File: config.mk
export PLATFORM = sky130hd
export DESIGN_NAME = io_ports_flat
export DESIGN_NICKNAME = d
export VERILOG_FILES = /design/src/hw/snowbro2_pkg.sv /design/src/hw/cpu_bus_if.sv /design/src/hw/io_ports.sv /design/src/flat_wrapper.sv
export SDC_FILE = /design/constraint.sdc
export NUM_CORES = 1
export LEC_CHECK = 0
export BUFFER_PORTS_ARGS = -buffer_cell sky130_fd_sc_hd__buf_2
export CAP_MARGIN = 30
export CELL_PAD_IN_SITES_DETAIL_PLACEMENT = 0
export CELL_PAD_IN_SITES_GLOBAL_PLACEMENT = 1
export CORE_MARGIN = 5
export CORE_UTILIZATION = 17
export CTS_CLUSTER_SIZE = 8
export DETAILED_ROUTE_END_ITERATION = 10
export MAX_ROUTING_LAYER = met4
export PLACE_DENSITY = 0.82
export SYNTH_ARGS = -nofsm -noshare
export SYNTH_HDL_FRONTEND = slang
export SYNTH_SLANG_ARGS = --single-unit
File: constraint.sdc
create_clock -name CLK96 -period 1.48 [get_ports CLK96]
set_input_delay 0.148 -clock CLK96 [delete_from_list [all_inputs] [get_ports CLK96]]
set_output_delay 0.148 -clock CLK96 [all_outputs]
set_load 0.02 [all_outputs]
File: src/hw/snowbro2_pkg.sv
// bus types, region indices and memory map of the main board, imported by every bus block
`default_nettype none

package snowbro2_pkg;

    typedef logic [15:0] word_t;
    typedef logic [7:0]  byte_t;
    typedef logic [23:1] bus_addr_t;    // 68000 word address

    // one-hot region select, one bit per peer
    typedef logic [6:0] region_sel_t;

    localparam int REG_WRAM   = 0;
    localparam int REG_PALRAM = 1;
    localparam int REG_GP9001 = 2;
    localparam int REG_IO     = 3;
    localparam int REG_YM     = 4;
    localparam int REG_OKI    = 5;
    localparam int REG_NONE   = 6;     // unmapped, still acknowledged

    localparam logic [7:0]  WRAM_PAGE   = 8'h10;      // 0x10xxxx
    localparam logic [3:0]  GP9001_PAGE = 4'h3;       // 0x3xxxxx
    localparam logic [3:0]  PALRAM_PAGE = 4'h4;       // 0x4xxxxx
    localparam logic [11:0] IO_PAGE     = 12'h700;    // 0x700xxx
    localparam logic [15:0] YM_PAGE     = 16'h5000;
    localparam logic [15:0] OKI_PAGE    = 16'h6000;

    // byte offsets inside the i/o page
    localparam logic [11:0] IO_JMPR    = 12'h000;
    localparam logic [11:0] IO_DSWA    = 12'h004;
    localparam logic [11:0] IO_DSWB    = 12'h008;
    localparam logic [11:0] IO_IN1     = 12'h00C;
    localparam logic [11:0] IO_IN2     = 12'h010;
    localparam logic [11:0] IO_IN3     = 12'h014;
    localparam logic [11:0] IO_IN4     = 12'h018;
    localparam logic [11:0] IO_SYS     = 12'h01C;
    localparam logic [11:0] IO_VSTAT   = 12'h020;
    localparam logic [11:0] IO_OKIBANK = 12'h030;
    localparam logic [11:0] IO_COIN    = 12'h034;

    // gp9001 register offsets
    localparam logic [3:0] GP_RAM_PTR = 4'h0;
    localparam logic [3:0] GP_RAM_H   = 4'h4;
    localparam logic [3:0] GP_RAM_L   = 4'h6;
    localparam logic [3:0] GP_SEL_REG = 4'h8;
    localparam logic [3:0] GP_WR_REG  = 4'hC;

    localparam int WRAM_ADDR_W   = 15;
    localparam int PALRAM_ADDR_W = 11;
    localparam int LOCAL_WAIT    = 2;     // wait states for local devices

    typedef enum logic [1:0] {CYC_IDLE, CYC_WAIT, CYC_ACK, CYC_END} cycle_state_t;

endpackage

`default_nettype wire

File: src/hw/cpu_bus_if.sv
// cpu bus bundle, driven by the top level and read by every bus device
`timescale 1ns/1ns
`default_nettype none

interface cpu_bus_if;
    import snowbro2_pkg::*;

    bus_addr_t addr;
    word_t     wdata;
    logic      rw;       // high on reads
    logic      uds_n;
    logic      lds_n;
    logic      as_n;

    modport host (output addr, wdata, rw, uds_n, lds_n, as_n);

    modport device (input addr, wdata, rw, uds_n, lds_n, as_n);

endinterface

`default_nettype wire

File: src/hw/io_ports.sv
// cabinet inputs, video status, sound chip strobes and oki bank latch
`timescale 1ns/1ns
`default_nettype none

module io_ports (
    input  wire                            CLK96,
    input  wire                            RESET96,
    cpu_bus_if.device                      bus,
    input  wire snowbro2_pkg::region_sel_t region,
    input  wire [9:0]                      joystick1,
    input  wire [9:0]                      joystick2,
    input  wire [9:0]                      joystick3,
    input  wire [9:0]                      joystick4,
    input  wire [3:0]                      start_button,
    input  wire [3:0]                      coin_input,
    input  wire                            service,
    input  wire                            dip_test,
    input  wire snowbro2_pkg::byte_t       dipsw_a,
    input  wire snowbro2_pkg::byte_t       dipsw_b,
    input  wire snowbro2_pkg::byte_t       dipsw_c,
    input  wire                            hsync,
    input  wire                            vsync,
    input  wire                            fblank,
    input  wire [8:0]                      vcount,
    input  wire snowbro2_pkg::byte_t       ym_dout,
    input  wire snowbro2_pkg::byte_t       oki_dout,
    output snowbro2_pkg::word_t            io_rdata,
    output logic                           ym_cs,
    output logic                           ym_a0,
    output logic                           ym_we_n,
    output logic                           oki_cs,
    output logic                           oki_we_n,
    output logic                           oki_bank,
    output snowbro2_pkg::byte_t            snd_din
);
    import snowbro2_pkg::*;

    logic [11:0] offset;
    byte_t       vline;

    // inputs are active high here, the board reads them inverted
    function automatic byte_t player_byte(input logic [9:0] joy, input logic has_b3);
        return {1'b0, has_b3 & ~joy[6], ~joy[5], ~joy[4], ~joy[0], ~joy[1], ~joy[2], ~joy[3]};
    endfunction

    assign offset = {bus.addr[11:1], 1'b0};
    assign vline  = vcount[8] ? 8'hFF : vcount[7:0];    // saturates past line 255

    always_comb begin
        io_rdata = '0;
        if (region[REG_IO] && bus.rw) begin
            case (offset)
                IO_JMPR:  io_rdata = {2{dipsw_c}};
                IO_DSWA:  io_rdata = {2{dipsw_a}};
                IO_DSWB:  io_rdata = {2{dipsw_b}};
                IO_IN1:   io_rdata = {2{player_byte(joystick1, 1'b0)}};
                IO_IN2:   io_rdata = {2{player_byte(joystick2, 1'b0)}};
                IO_IN3:   io_rdata = {2{player_byte(joystick3, 1'b1)}};
                IO_IN4:   io_rdata = {2{player_byte(joystick4, 1'b1)}};
                IO_SYS:   io_rdata = {dipsw_c, 1'b0, ~start_button[1], ~start_button[0],
                                      ~coin_input[1], ~coin_input[0], ~dip_test, 1'b0, ~service};
                IO_VSTAT: io_rdata = {hsync, vsync, 5'b11111, fblank, vline};
                default:  io_rdata = '0;
            endcase
        end else if (region[REG_YM] && bus.rw) begin
            io_rdata = {2{ym_dout}};
        end else if (region[REG_OKI] && bus.rw) begin
            io_rdata = {2{oki_dout}};
        end
    end

    assign ym_cs    = region[REG_YM];
    assign oki_cs   = region[REG_OKI];
    assign ym_a0    = bus.addr[1];    // register select vs data
    assign ym_we_n  = ~(ym_cs & ~bus.rw);
    assign oki_we_n = ~(oki_cs & ~bus.rw);
    assign snd_din  = bus.wdata[7:0];

    always_ff @(posedge CLK96 or posedge RESET96) begin
        if (RESET96) begin
            oki_bank <= 1'b0;
        end else if (region[REG_IO] && !bus.rw && !bus.lds_n && offset == IO_OKIBANK) begin
            oki_bank <= bus.wdata[0];
        end
    end

endmodule

`default_nettype wire

File: src/flat_wrapper.sv
// flat-port wrapper written by rule: the top's interface ports become plain ports
module io_ports_flat import snowbro2_pkg::*;
  (CLK96, RESET96, region, joystick1, joystick2, joystick3, joystick4, start_button, coin_input, service, dip_test, dipsw_a, dipsw_b, dipsw_c, hsync, vsync, fblank, vcount, ym_dout, oki_dout, io_rdata, ym_cs, ym_a0, ym_we_n, oki_cs, oki_we_n, oki_bank, snd_din, bus_addr, bus_wdata, bus_rw, bus_uds_n, bus_lds_n, bus_as_n);
  cpu_bus_if bus_i ();
  input  wire CLK96;
  input  wire RESET96;
  input  wire snowbro2_pkg::region_sel_t region;
  input  wire [9:0] joystick1;
  input  wire [9:0] joystick2;
  input  wire [9:0] joystick3;
  input  wire [9:0] joystick4;
  input  wire [3:0] start_button;
  input  wire [3:0] coin_input;
  input  wire service;
  input  wire dip_test;
  input  wire snowbro2_pkg::byte_t dipsw_a;
  input  wire snowbro2_pkg::byte_t dipsw_b;
  input  wire snowbro2_pkg::byte_t dipsw_c;
  input  wire hsync;
  input  wire vsync;
  input  wire fblank;
  input  wire [8:0] vcount;
  input  wire snowbro2_pkg::byte_t ym_dout;
  input  wire snowbro2_pkg::byte_t oki_dout;
  output snowbro2_pkg::word_t io_rdata;
  output logic ym_cs;
  output logic ym_a0;
  output logic ym_we_n;
  output logic oki_cs;
  output logic oki_we_n;
  output logic oki_bank;
  output snowbro2_pkg::byte_t snd_din;
  input wire logic [$bits(bus_i.addr)-1:0] bus_addr;
  input wire logic [$bits(bus_i.wdata)-1:0] bus_wdata;
  input wire logic [$bits(bus_i.rw)-1:0] bus_rw;
  input wire logic [$bits(bus_i.uds_n)-1:0] bus_uds_n;
  input wire logic [$bits(bus_i.lds_n)-1:0] bus_lds_n;
  input wire logic [$bits(bus_i.as_n)-1:0] bus_as_n;
  assign bus_i.addr = bus_addr;
  assign bus_i.wdata = bus_wdata;
  assign bus_i.rw = bus_rw;
  assign bus_i.uds_n = bus_uds_n;
  assign bus_i.lds_n = bus_lds_n;
  assign bus_i.as_n = bus_as_n;
  io_ports u_core (.CLK96(CLK96), .RESET96(RESET96), .bus(bus_i), .region(region), .joystick1(joystick1), .joystick2(joystick2), .joystick3(joystick3), .joystick4(joystick4), .start_button(start_button), .coin_input(coin_input), .service(service), .dip_test(dip_test), .dipsw_a(dipsw_a), .dipsw_b(dipsw_b), .dipsw_c(dipsw_c), .hsync(hsync), .vsync(vsync), .fblank(fblank), .vcount(vcount), .ym_dout(ym_dout), .oki_dout(oki_dout), .io_rdata(io_rdata), .ym_cs(ym_cs), .ym_a0(ym_a0), .ym_we_n(ym_we_n), .oki_cs(oki_cs), .oki_we_n(oki_we_n), .oki_bank(oki_bank), .snd_din(snd_din));
endmodule
==> results of run 1 <==
## placed cells by master, fill, tap and decap left out, types with 2 or more instances in the layout
cell type and instances:
a211oi_2 3, buf_2 107, o22a_2 4, a31oi_1 13, a21oi_1 15, nand2_1 9
a21oi_2 3, o211ai_1 4, nor3_2 2, o21ai_0 3, a31oi_2 14, nor4_2 3
or3b_2 2, nand3_1 3, buf_4 61, nand3b_1 9, nand4_1 3, o21ai_2 2
inv_1 9, nor3_1 3, o2bb2ai_1 4, nor2_1 16, and3_1 2, a21o_1 2
mux2i_1 6, nor2b_1 8, a32oi_1 3, o21ai_1 4, or4_4 2, nand2b_1 18
buf_6 10
## worst max-delay path, delay by kind of cell
family          cells  cell delay (ns)
simple gates        2             0.80
buf+inv             3             0.43
compound gates      2             0.31
## power by group through the flow
| stage | registers (mW) | clock network [mW] | logic (mW) |
|---|---|---|---|
| final | 0.0279 | 0.0000000904 | 0.530 |
| after global routing | 0.0279 | 0 | 0.574 |
| after CTS | 0.0279 | 0 | 0.514 |
| after detailed placement | 0.0279 | 0 | 0.491 |
| after global placement | 0.0279 | 0 | 0.484 |
| after floorplan | 0.0280 | 0 | 0.245 |
## layer usage
metal | global-route usage (%) | vias up | part of all wire [%]
li1 | - | 1158 | -
met1 | 18.46 | 1110 | 41
met2 | 26.10 | 102 | 49
met3 | 0.9472 | 12 | 7.4
met4 | 4.084 | 0 | 2.6
met5 | - | - | 0
## worst min path at each step
stage | to | cells past startpoint | slack, ns
2_1_floorplan | u_core.oki_bank$_DFFE_PP0P_ | 1 | -0.12
3_3_place_gp | u_core.oki_bank$_DFFE_PP0P_ | 2 | -0.02
3_5_place_dp | u_core.oki_bank$_DFFE_PP0P_ | 2 | -0.01
4_1_cts | snd_din[4] | 0 | 0.30
5_1_grt | snd_din[1] | 0 | 0.30
6_report | snd_din[1] | 0 | 0.30
## cells by family after synthesis
| family | count (synthesis) | share of synthesized area [%] |
|---|---|---|
| simple gates | 94 | 40.41 |
| compound gates | 86 | 38.96 |
| buf+inv | 40 | 14.07 |
| mux | 7 | 4.859 |
| flops | 1 | 1.705 |
## layout make-up
class / instances / area (um^2)
Fill cell: 917 / 5528
Multi-Input combinational cell: 187 / 1443
Timing Repair Buffer: 180 / 1136
Tap cell: 105 / 131.4
Inverter: 9 / 33.78
Sequential cell: 1 / 25.02
Antenna cell: 1 / 2.502
## stage by stage
step,instance area [um^2],power [mW],setup TNS [ns]
2_1_floorplan,1589,0.2728,-2.359
3_3_place_gp,2565,0.5120,-6.749
3_5_place_dp,2565,0.5188,-7.102
4_1_cts,2704,0.5422,-5.750
5_1_grt,2769,0.6016,-6.825
6_report,2771,0.5581,-5.592
## timing repair
item | in CTS | in global routing
hold endpoints to repair | 1 | 0
endpoints found under the setup margin | 17 | 17
pin swaps | 6 | 6
gates resized for setup | 35 | 9
hold buffers | 1 | 0
buffers inserted | 1 | 2
==> results.sh, run 1 <==
export IMPL_status="complete, but fails checks"
export IMPL_violations="setup timing"
export IMPL_drtIter0Drc=127
export IMPL_avgViaCountPerCell=4.932
export IMPL_finalCoreUtilization_pct=33.39
export IMPL_max_freq_mhz=543.8
export IMPL_grt_total_usage_pct=14.91
export IMPL_areaGrowthSynthToFinish_pct=88.83
export IMPL_power_switching_uw=262.5
export IMPL_crit_path_start_kind="input port"
export IMPL_cp_endpoint="io_rdata[3]"
export IMPL_drtAntennaViolNets=0
export IMPL_antenna_found_initial=0
export IMPL_yosys_warnings=0
export IMPL_synthCells=228
export IMPL_grt_setup_unrepaired="true"
export IMPL_insertion_delay_ns=0
export IMPL_clkPwrFrac_pct=0
export IMPL_seqPwrFrac_pct=5.0
export IMPL_path_class="input port to output port"
export IMPL_grt_max_degree=16
export IMPL_worst_path_max_fanout=15
export IMPL_drc=0
export IMPL_synth_area_mm2=0.001468
export IMPL_ir_drop_mv=0.1178
export IMPL_largest_register="u_core.oki_bank"
export IMPL_synth_seq_cells=1
export IMPL_syn_mean_instance_area_um2=6.437
export IMPL_start_util_pct=17.68
export IMPL_nets=533
export IMPL_grt_pass1_wl_um=11840
export IMPL_reg2reg_slack_ns=0.75
export IMPL_yosysMostFrequentCell="a31oi_1"
export IMPL_core_mm2=0.008299
export IMPL_cp_slowest_cell="or4_4"
export IMPL_pre_cts_slack_ns=-0.5466
export IMPL_power_frac_comb_pct=95.0
export IMPL_ys_async_sr_fraction_pct=100.0
export IMPL_leakagePower_nw=1.209
export IMPL_finClkSkew_ns=0
export IMPL_drive_gt1_share_pct=59.68
export IMPL_finalWirelength_um=8375
export IMPL_wl_per_cell_um=17.34
export IMPL_synthTopCellsByCount="27 x a31oi_1, 19 x nand2b_1, 18 x a21oi_1"
export IMPL_dr_pass1_iters=4
export IMPL_fin_ws_ns=-0.3591
export IMPL_power_per_cell_area_mw_per_mm2=201.4
export IMPL_io_buffers=125
export IMPL_place_congestion=0.8830
export IMPL_synth_fp_nets=382
export IMPL_worstHoldStart="bus_wdata[1]"
export IMPL_dieHeight_um=102.9
export IMPL_ys_flop_type="dfrtp_1"
export IMPL_max_stage_delay_ns=0.60
export IMPL_synth_area_leaders="a31oi_1 12%, nand2b_1 8.1%, a21oi_1 6.1%"
export IMPL_io_pins=184
export IMPL_dieArea_mm2=0.01059
export IMPL_period_needed_ns=1.839
export IMPL_finalHoldViolations=0
export IMPL_grt_pass1_vias=2397
export IMPL_r2r_start="u_core.oki_bank$_DFFE_PP0P_"
export IMPL_dp_cells=478
export IMPL_fin_hold_ws_ns=0.2960
export IMPL_setup_viol=17
export IMPL_row_count=33
export IMPL_synth_top_area_cell="a31oi_1"
export IMPL_synth_edff_count=0
export IMPL_path_cells="buf_6 > or4_4 > nor3_4 > buf_12 > a31oi_1 > a31oi_2 > buf_4"
export IMPL_cp_end_kind="output port"
export IMPL_reg_top3="u_core.oki_bank x1"
export IMPL_largest_reg_flops=1
export IMPL_swShare_pct=47.03
export IMPL_fin_crit_sh_pct=124.3
export IMPL_critical_path_arrival_ns=1.69
export IMPL_hpwlAfterDp_um=7148
export IMPL_ys_types=54
export IMPL_tightest_slew_ns=0.3913
export IMPL_crit_required_ns=1.33
export IMPL_final_cells=483
export IMPL_rr_worst_depth=1
export IMPL_overflow=0
export IMPL_die_w_um=102.9
export IMPL_yosysSeqAreaShare_pct=1.705
export IMPL_slew_headroom_pct=73.69
export IMPL_startpoint="bus_addr[5]"
export IMPL_hp_class="input port to output port"
export IMPL_synth_top_area_share_pct=11.51
export IMPL_r2r_end="u_core.oki_bank$_DFFE_PP0P_"
export IMPL_drv_slew=0
export IMPL_p_int_uw=295.6
export IMPL_maxCapViolations=0
export IMPL_vias=2382
Power figures use the tool's default switching activity.
==> run 2: changes to the inputs <==
--- a/config.mk
+++ b/config.mk
@@ -5,6 +5,7 @@
 export SDC_FILE = /design/constraint.sdc
 export NUM_CORES = 1
 export LEC_CHECK = 0
+export ABC_AREA = 1
 export BUFFER_PORTS_ARGS = -buffer_cell sky130_fd_sc_hd__buf_2
 export CAP_MARGIN = 30
 export CELL_PAD_IN_SITES_DETAIL_PLACEMENT = 0
==> results.sh, run 2 <==
export IMPL_synth_compound_area_share_pct=5.598
export IMPL_slew_headroom_pct=80.75
export IMPL_synth_area_mm2=0.001632
export IMPL_max_stage_delay_ns=0.24
export IMPL_power_per_cell_area_mw_per_mm2=172.0
export IMPL_path_cells="buf_2 > inv_1 > nand2_1 > buf_4 > nor2_4 > nand3b_1 > nand3_1 > nor2_1 > nand2_1 > nand2_1 > nand2_2 > buf_6"
export IMPL_path_delay_family="simple AND/OR/NAND/NOR gates"
export IMPL_grt_pass1_wl_um=13080
export IMPL_finalHoldViolations=0
export IMPL_critical_path_arrival_ns=1.43
export IMPL_crit_buf_inv=4
export IMPL_maxCapViolations=0
export IMPL_fin_ws_ns=-0.09532
export IMPL_path_common_cell="nand2_1"
export IMPL_synth_area_leaders="nand3_1 25%, nand2_1 23%, nor2_1 9.9%"
export IMPL_period_needed_ns=1.575
export IMPL_grt_setup_unrepaired="true"
export IMPL_rr_worst_depth=2
export IMPL_crit_path_start_kind="input port"
export IMPL_layout_commonest_cell="buf_2"
export IMPL_worst_path_max_fanout=8
export IMPL_avgViaCountPerCell=4.417
export IMPL_crit_required_ns=1.33
export IMPL_leakagePower_nw=1.788
export IMPL_syn_mean_instance_area_um2=4.944
export IMPL_ys_flop_type="dfrtp_1"
export IMPL_worstHoldStart="bus_wdata[2]"
export IMPL_path_class="input port to output port"
export IMPL_finClkSkew_ns=0
export IMPL_synth_seq_cells=1
export IMPL_most_common_layout_cells="104 x buf_2, 89 x nand2_1, 73 x nand3_1"
export IMPL_drc=0
export IMPL_largest_reg_flops=1
export IMPL_r2r_end="u_core.oki_bank$_DFFE_PP0P_"
export IMPL_status="complete, but fails checks"
export IMPL_synthCells=330
export IMPL_hold_depth=0
export IMPL_yosysSeqAreaShare_pct=1.534
export IMPL_vias=2668
export IMPL_synth_edff_count=0
export IMPL_violations="setup timing"
export IMPL_final_cells=604
export IMPL_top_layer_used="met4"
export IMPL_dr_pass1_iters=4
export IMPL_yosys_area_share_xor_xnor_pct=0
export IMPL_wl_met1_um=3401
export IMPL_synth_top_family_by_area="simple AND/OR/NAND/NOR gates"
export IMPL_max_freq_mhz=634.8
export IMPL_dpl_instance_area_mm2=0.002520
export IMPL_tightest_slew_ns=0.2881
export IMPL_drtIter0Drc=118
export IMPL_core_mm2=0.009284
export IMPL_synthTopCellsByCount="98 x nand2_1, 81 x nand3_1, 43 x nor2_1"
export IMPL_synth_simple_area_share_pct=74.00
export IMPL_yosys_warnings=0
export IMPL_finalWirelength_um=8368
export IMPL_synthMuxAreaShare_pct=0.6135
export IMPL_dp_cells=592
export IMPL_io_buffers=125
export IMPL_grt_pass1_vias=2737
export IMPL_dieHeight_um=108.0
export IMPL_yosysMostFrequentCell="nand2_1"
export IMPL_io_pins=184
export IMPL_power_uw=525.2
export IMPL_multi_input_area_mm2=0.001490
export IMPL_finalCoreUtilization_pct=32.88
export IMPL_ir_drop_mv=0.1299
export IMPL_pre_cts_slack_ns=-0.2229
export IMPL_cp_end_kind="output port"
export IMPL_nets=631
export IMPL_grt_total_usage_pct=14.18
export IMPL_diodes=0
export IMPL_reg2reg_slack_ns=0.83
export IMPL_synth_top_area_share_pct=24.85
export IMPL_hpwlAfterDp_um=7026
export IMPL_drive_gt1_share_pct=46.53
export IMPL_insertion_delay_ns=0
export IMPL_ys_async_sr_fraction_pct=100.0
export IMPL_fin_area_mm2=0.003053
export IMPL_met3_length_um=545
export IMPL_largest_register="u_core.oki_bank"
export IMPL_start_util_pct=17.57
export IMPL_drtAntennaViolNets=0
export IMPL_ys_types=24
export IMPL_setup_viol=15
export IMPL_seqCellArea_um2=25.02
export IMPL_dieArea_mm2=0.01166
export IMPL_antenna_found_initial=0
export IMPL_synth_fp_nets=484
export IMPL_r2r_start="u_core.oki_bank$_DFFE_PP0P_"
export IMPL_grt_max_degree=21
export IMPL_hp_class="input port to output port"
export IMPL_die_w_um=108.0
export IMPL_reg_top3="u_core.oki_bank x1"
export IMPL_wl_per_cell_um=13.85
export IMPL_worstHoldEndpoint="snd_din[2]"
export IMPL_fin_crit_sh_pct=106.4
export IMPL_drv_slew=0
export IMPL_cp_slowest_cell="nor2_4"
export IMPL_place_congestion=0.8362
export IMPL_synth_top_area_cell="nand3_1"
export IMPL_overflow=0
export IMPL_synthAdderAreaFrac_pct=0
export IMPL_areaGrowthSynthToFinish_pct=87.12
export IMPL_row_count=35
export IMPL_n_fill_cell=1083
export IMPL_met2_length_um=4317
-- run 2: cell count changes after synthesis, moves of 18 or more --
cell,before,now
a31oi_1,27,0
nor2_1,16,43
nand2_1,9,98
nand2b_1,19,0
nand3_1,3,81
a21oi_1,18,0
inv_1,9,29
-- run 2: kinds of logic (layout without fill, tap and decap cells) --
| logic type | after synthesis | count (layout) |
|---|---|---|
| compound gates | 17 | 17 |
| buf+inv | 54 | 199 |
| flops | 1 | 1 |
| mux | 1 | 1 |
| simple gates | 257 | 257 |
-- run 2: power breakdown --
part	leakage, nW	switching [mW]	internal [mW]
registers	0.0140	0.0000258	0.0279
logic	1.77	0.252	0.245
clock network	0	0	0
-- run 2: area by class of cell --
| type | count | share of cell area [%] |
|---|---|---|
| well taps | 129 | 5.287 |
| multi-input cells | 275 | 48.81 |
| inverters | 31 | 3.893 |
| flip-flops and latches | 1 | 0.8197 |
| repair buffers | 168 | 41.19 |
-- run 2: through the flow --
stage | hold WS (ns) | TNS, ns
2_1_floorplan | -0.1233 | 0
3_3_place_gp | -0.01961 | -2.616
3_5_place_dp | -0.009523 | -2.671
4_1_cts | 0.2961 | -1.154
5_1_grt | 0.2960 | -2.661
6_report | 0.2960 | -0.9000
-- run 2: per-layer routing --
layer / track usage [%] / up-vias
met4: 2.435 / 0
met5: - / -
met2: 25.44 / 86
li1: - / 1363
met3: 1.433 / 10
met1: 17.41 / 1209
-- run 2: worst max path at each step --
stage / to / cells past startpoint / start
floorplan: io_rdata[1] / 10 / bus_addr[9]
global placement: io_rdata[12] / 13 / bus_addr[9]
detailed placement: io_rdata[12] / 13 / bus_addr[9]
CTS: io_rdata[2] / 13 / bus_addr[6]
global route: io_rdata[13] / 13 / bus_addr[8]
finish: io_rdata[12] / 12 / bus_addr[1]
-- run 2: what timing repair did --
| item | 4_1_cts | 5_1_grt |
|---|---|---|
| buffers inserted | 7 | 0 |
| endpoints found under the setup margin | 16 | 17 |
| hold buffers | 1 | 0 |
| pin swaps | 23 | 20 |
| hold endpoints to repair | 1 | 0 |
| gates cloned | 4 | 1 |
| resized for setup | 86 | 24 |
==> run 3: changes to the inputs <==
--- a/config.mk
+++ b/config.mk
@@ -10,6 +10,7 @@
 export CAP_MARGIN = 30
 export CELL_PAD_IN_SITES_DETAIL_PLACEMENT = 0
 export CELL_PAD_IN_SITES_GLOBAL_PLACEMENT = 1
+export CORE_ASPECT_RATIO = 1.1
 export CORE_MARGIN = 5
 export CORE_UTILIZATION = 17
 export CTS_CLUSTER_SIZE = 8
==> results.sh, run 3 (synthesized netlist as in run 2, its figures left out) <==
export IMPL_status="complete, but fails checks"
export IMPL_violations="setup timing"
export IMPL_grt_max_degree=13
export IMPL_vias=2701
export IMPL_tightest_slew_ns=0.3188
export IMPL_path_class="input port to output port"
export IMPL_drtIter0Drc=120
export IMPL_dr_pass1_iters=5
export IMPL_leakagePower_nw=1.743
export IMPL_overflow=0
export IMPL_crit_path_start_kind="input port"
export IMPL_finClkSkew_ns=0
export IMPL_drive_gt1_share_pct=47.48
export IMPL_avgViaCountPerCell=4.555
export IMPL_grt_pass1_vias=2865
export IMPL_insertion_delay_ns=0
export IMPL_p_int_uw=284.4
export IMPL_fin_ws_ns=-0.1283
export IMPL_die_w_um=103.4
export IMPL_dieHeight_um=112.8
export IMPL_ir_drop_mv=0.1670
export IMPL_io_pins=184
export IMPL_drtAntennaViolNets=0
export IMPL_drc=0
export IMPL_hpwlAfterDp_um=7213
export IMPL_core_mm2=0.009351
export IMPL_critical_path_arrival_ns=1.46
export IMPL_grt_setup_unrepaired="true"
export IMPL_nets=632
export IMPL_diodes=0
export IMPL_grt_pass1_wl_um=13740
export IMPL_finalHoldViolations=0
export IMPL_dieArea_mm2=0.01166
export IMPL_crit_required_ns=1.33
export IMPL_cp_end_kind="output port"
export IMPL_fin_crit_sh_pct=108.7
export IMPL_finalSetupTns_ns=-0.9914
export IMPL_slew_headroom_pct=78.72
export IMPL_period_needed_ns=1.608
export IMPL_io_buffers=125
export IMPL_reg_top3="u_core.oki_bank x1"
export IMPL_clkPwrFrac_pct=0
export IMPL_layout_commonest_cell="buf_2"
export IMPL_power_uw=551.0
export IMPL_largest_reg_flops=1
export IMPL_wl_per_cell_um=14.85
export IMPL_maxCapViolations=0
export IMPL_max_freq_mhz=621.8
export IMPL_drv_slew=0
export IMPL_start_util_pct=17.45
export IMPL_most_common_layout_cells="100 x buf_2, 88 x nand2_1, 69 x nand3_1"
export IMPL_power_switching_uw=266.6
export IMPL_power_frac_comb_pct=94.9
export IMPL_grt_total_usage_pct=14.75
export IMPL_areaGrowthSynthToFinish_pct=86.12
export IMPL_finalWirelength_um=8805
export IMPL_antenna_found_initial=0
export IMPL_seqPwrFrac_pct=5.1
export IMPL_swShare_pct=48.38
export IMPL_setup_viol=13
export IMPL_largest_register="u_core.oki_bank"
export IMPL_place_congestion=0.9204
export IMPL_row_count=37
export IMPL_hp_class="input port to output port"
export IMPL_power_per_cell_area_mw_per_mm2=181.4
export IMPL_worst_path_max_fanout=12
-- run 3: changes by cell type in the layout (fill, tap and decap cells not counted), moves of 3 or more --
cell / previous run / this run
inv_1: 29 / 24
inv_2: 1 / 6
buf_2: 104 / 100
buf_6: 25 / 29
nand3_1: 73 / 69
nor2_1: 29 / 33
nor2_2: 8 / 5
o21ai_0: 3 / 6
-- run 3: through the flow --
step,instance area (um^2),setup WS [ns],hold WS [ns],cells,util (%)
4_1_cts,2791,-0.1354,0.2961,591,29.85
2_1_floorplan,1632,0.1872,-0.1233,330,-
3_3_place_gp,2535,-0.1519,-0.01654,584,27.11
5_1_grt,3037,-0.2344,0.2961,593,32.47
6_report,3037,-0.1283,0.2960,593,32.47
3_5_place_dp,2535,-0.1607,-0.008071,584,27.11
-- run 3: timing repair --
action                                  CTS  global route
endpoints found under the setup margin   16            16
pin swaps                                14            26
hold buffers                              1             0
endpoints found under the hold margin     1             0
gates resized for setup                  50            65
gates cloned                              3             3
buffers inserted                          3             0
-- run 3: area by class of cell --
| class | count | area, um^2 |
|---|---|---|
| fill | 1069 | 6315 |
| multi-input combinational | 276 | 1511 |
| timing repair buffer | 167 | 1227 |
| tap | 117 | 146.4 |
| inverter | 31 | 118.9 |
| sequential | 1 | 25.02 |
| timing repair inverter | 1 | 7.507 |
-- run 3: metal layers --
layer	global-route usage, %	routed length (um)
met4	1.382	146
met1	18.62	3691
met5	-	0
met2	25.89	4371
met3	1.665	595
-- run 3: final timing paths --
check	startpoint	to	slack, ns	cells past startpoint
hold reg to reg	u_core.oki_bank$_DFFE_PP0P_	u_core.oki_bank$_DFFE_PP0P_	0.48	2
setup reg to reg	u_core.oki_bank$_DFFE_PP0P_	u_core.oki_bank$_DFFE_PP0P_	0.82	2
min in group asynchronous	RESET96	u_core.oki_bank$_DFFE_PP0P_	0.54	3
setup / recovery	bus_addr[8]	io_rdata[13]	-0.13	12
max in group asynchronous	RESET96	u_core.oki_bank$_DFFE_PP0P_	0.85	3
hold / removal	bus_wdata[1]	snd_din[1]	0.30	0
-- run 3: power by group through the flow --
stage	clock network [mW]	logic, mW	registers (mW)
after CTS	0	0.477	0.0279
after detailed placement	0	0.425	0.0279
final	0	0.523	0.0279
after global routing	0	0.569	0.0280
after floorplan	0	0.207	0.0280
after global placement	0	0.423	0.0279
-- run 3: critical path, cell delays in order --
cell and delay (ns):
buf_6 0.10, nor2_4 0.11, nand2_4 0.10, nor2_8 0.20
buf_12 0.17, nand3b_1 0.10, nand3_1 0.11, nor2_1 0.05
nand2_1 0.09, nand2_1 0.07, nand2_1 0.06, buf_4 0.13
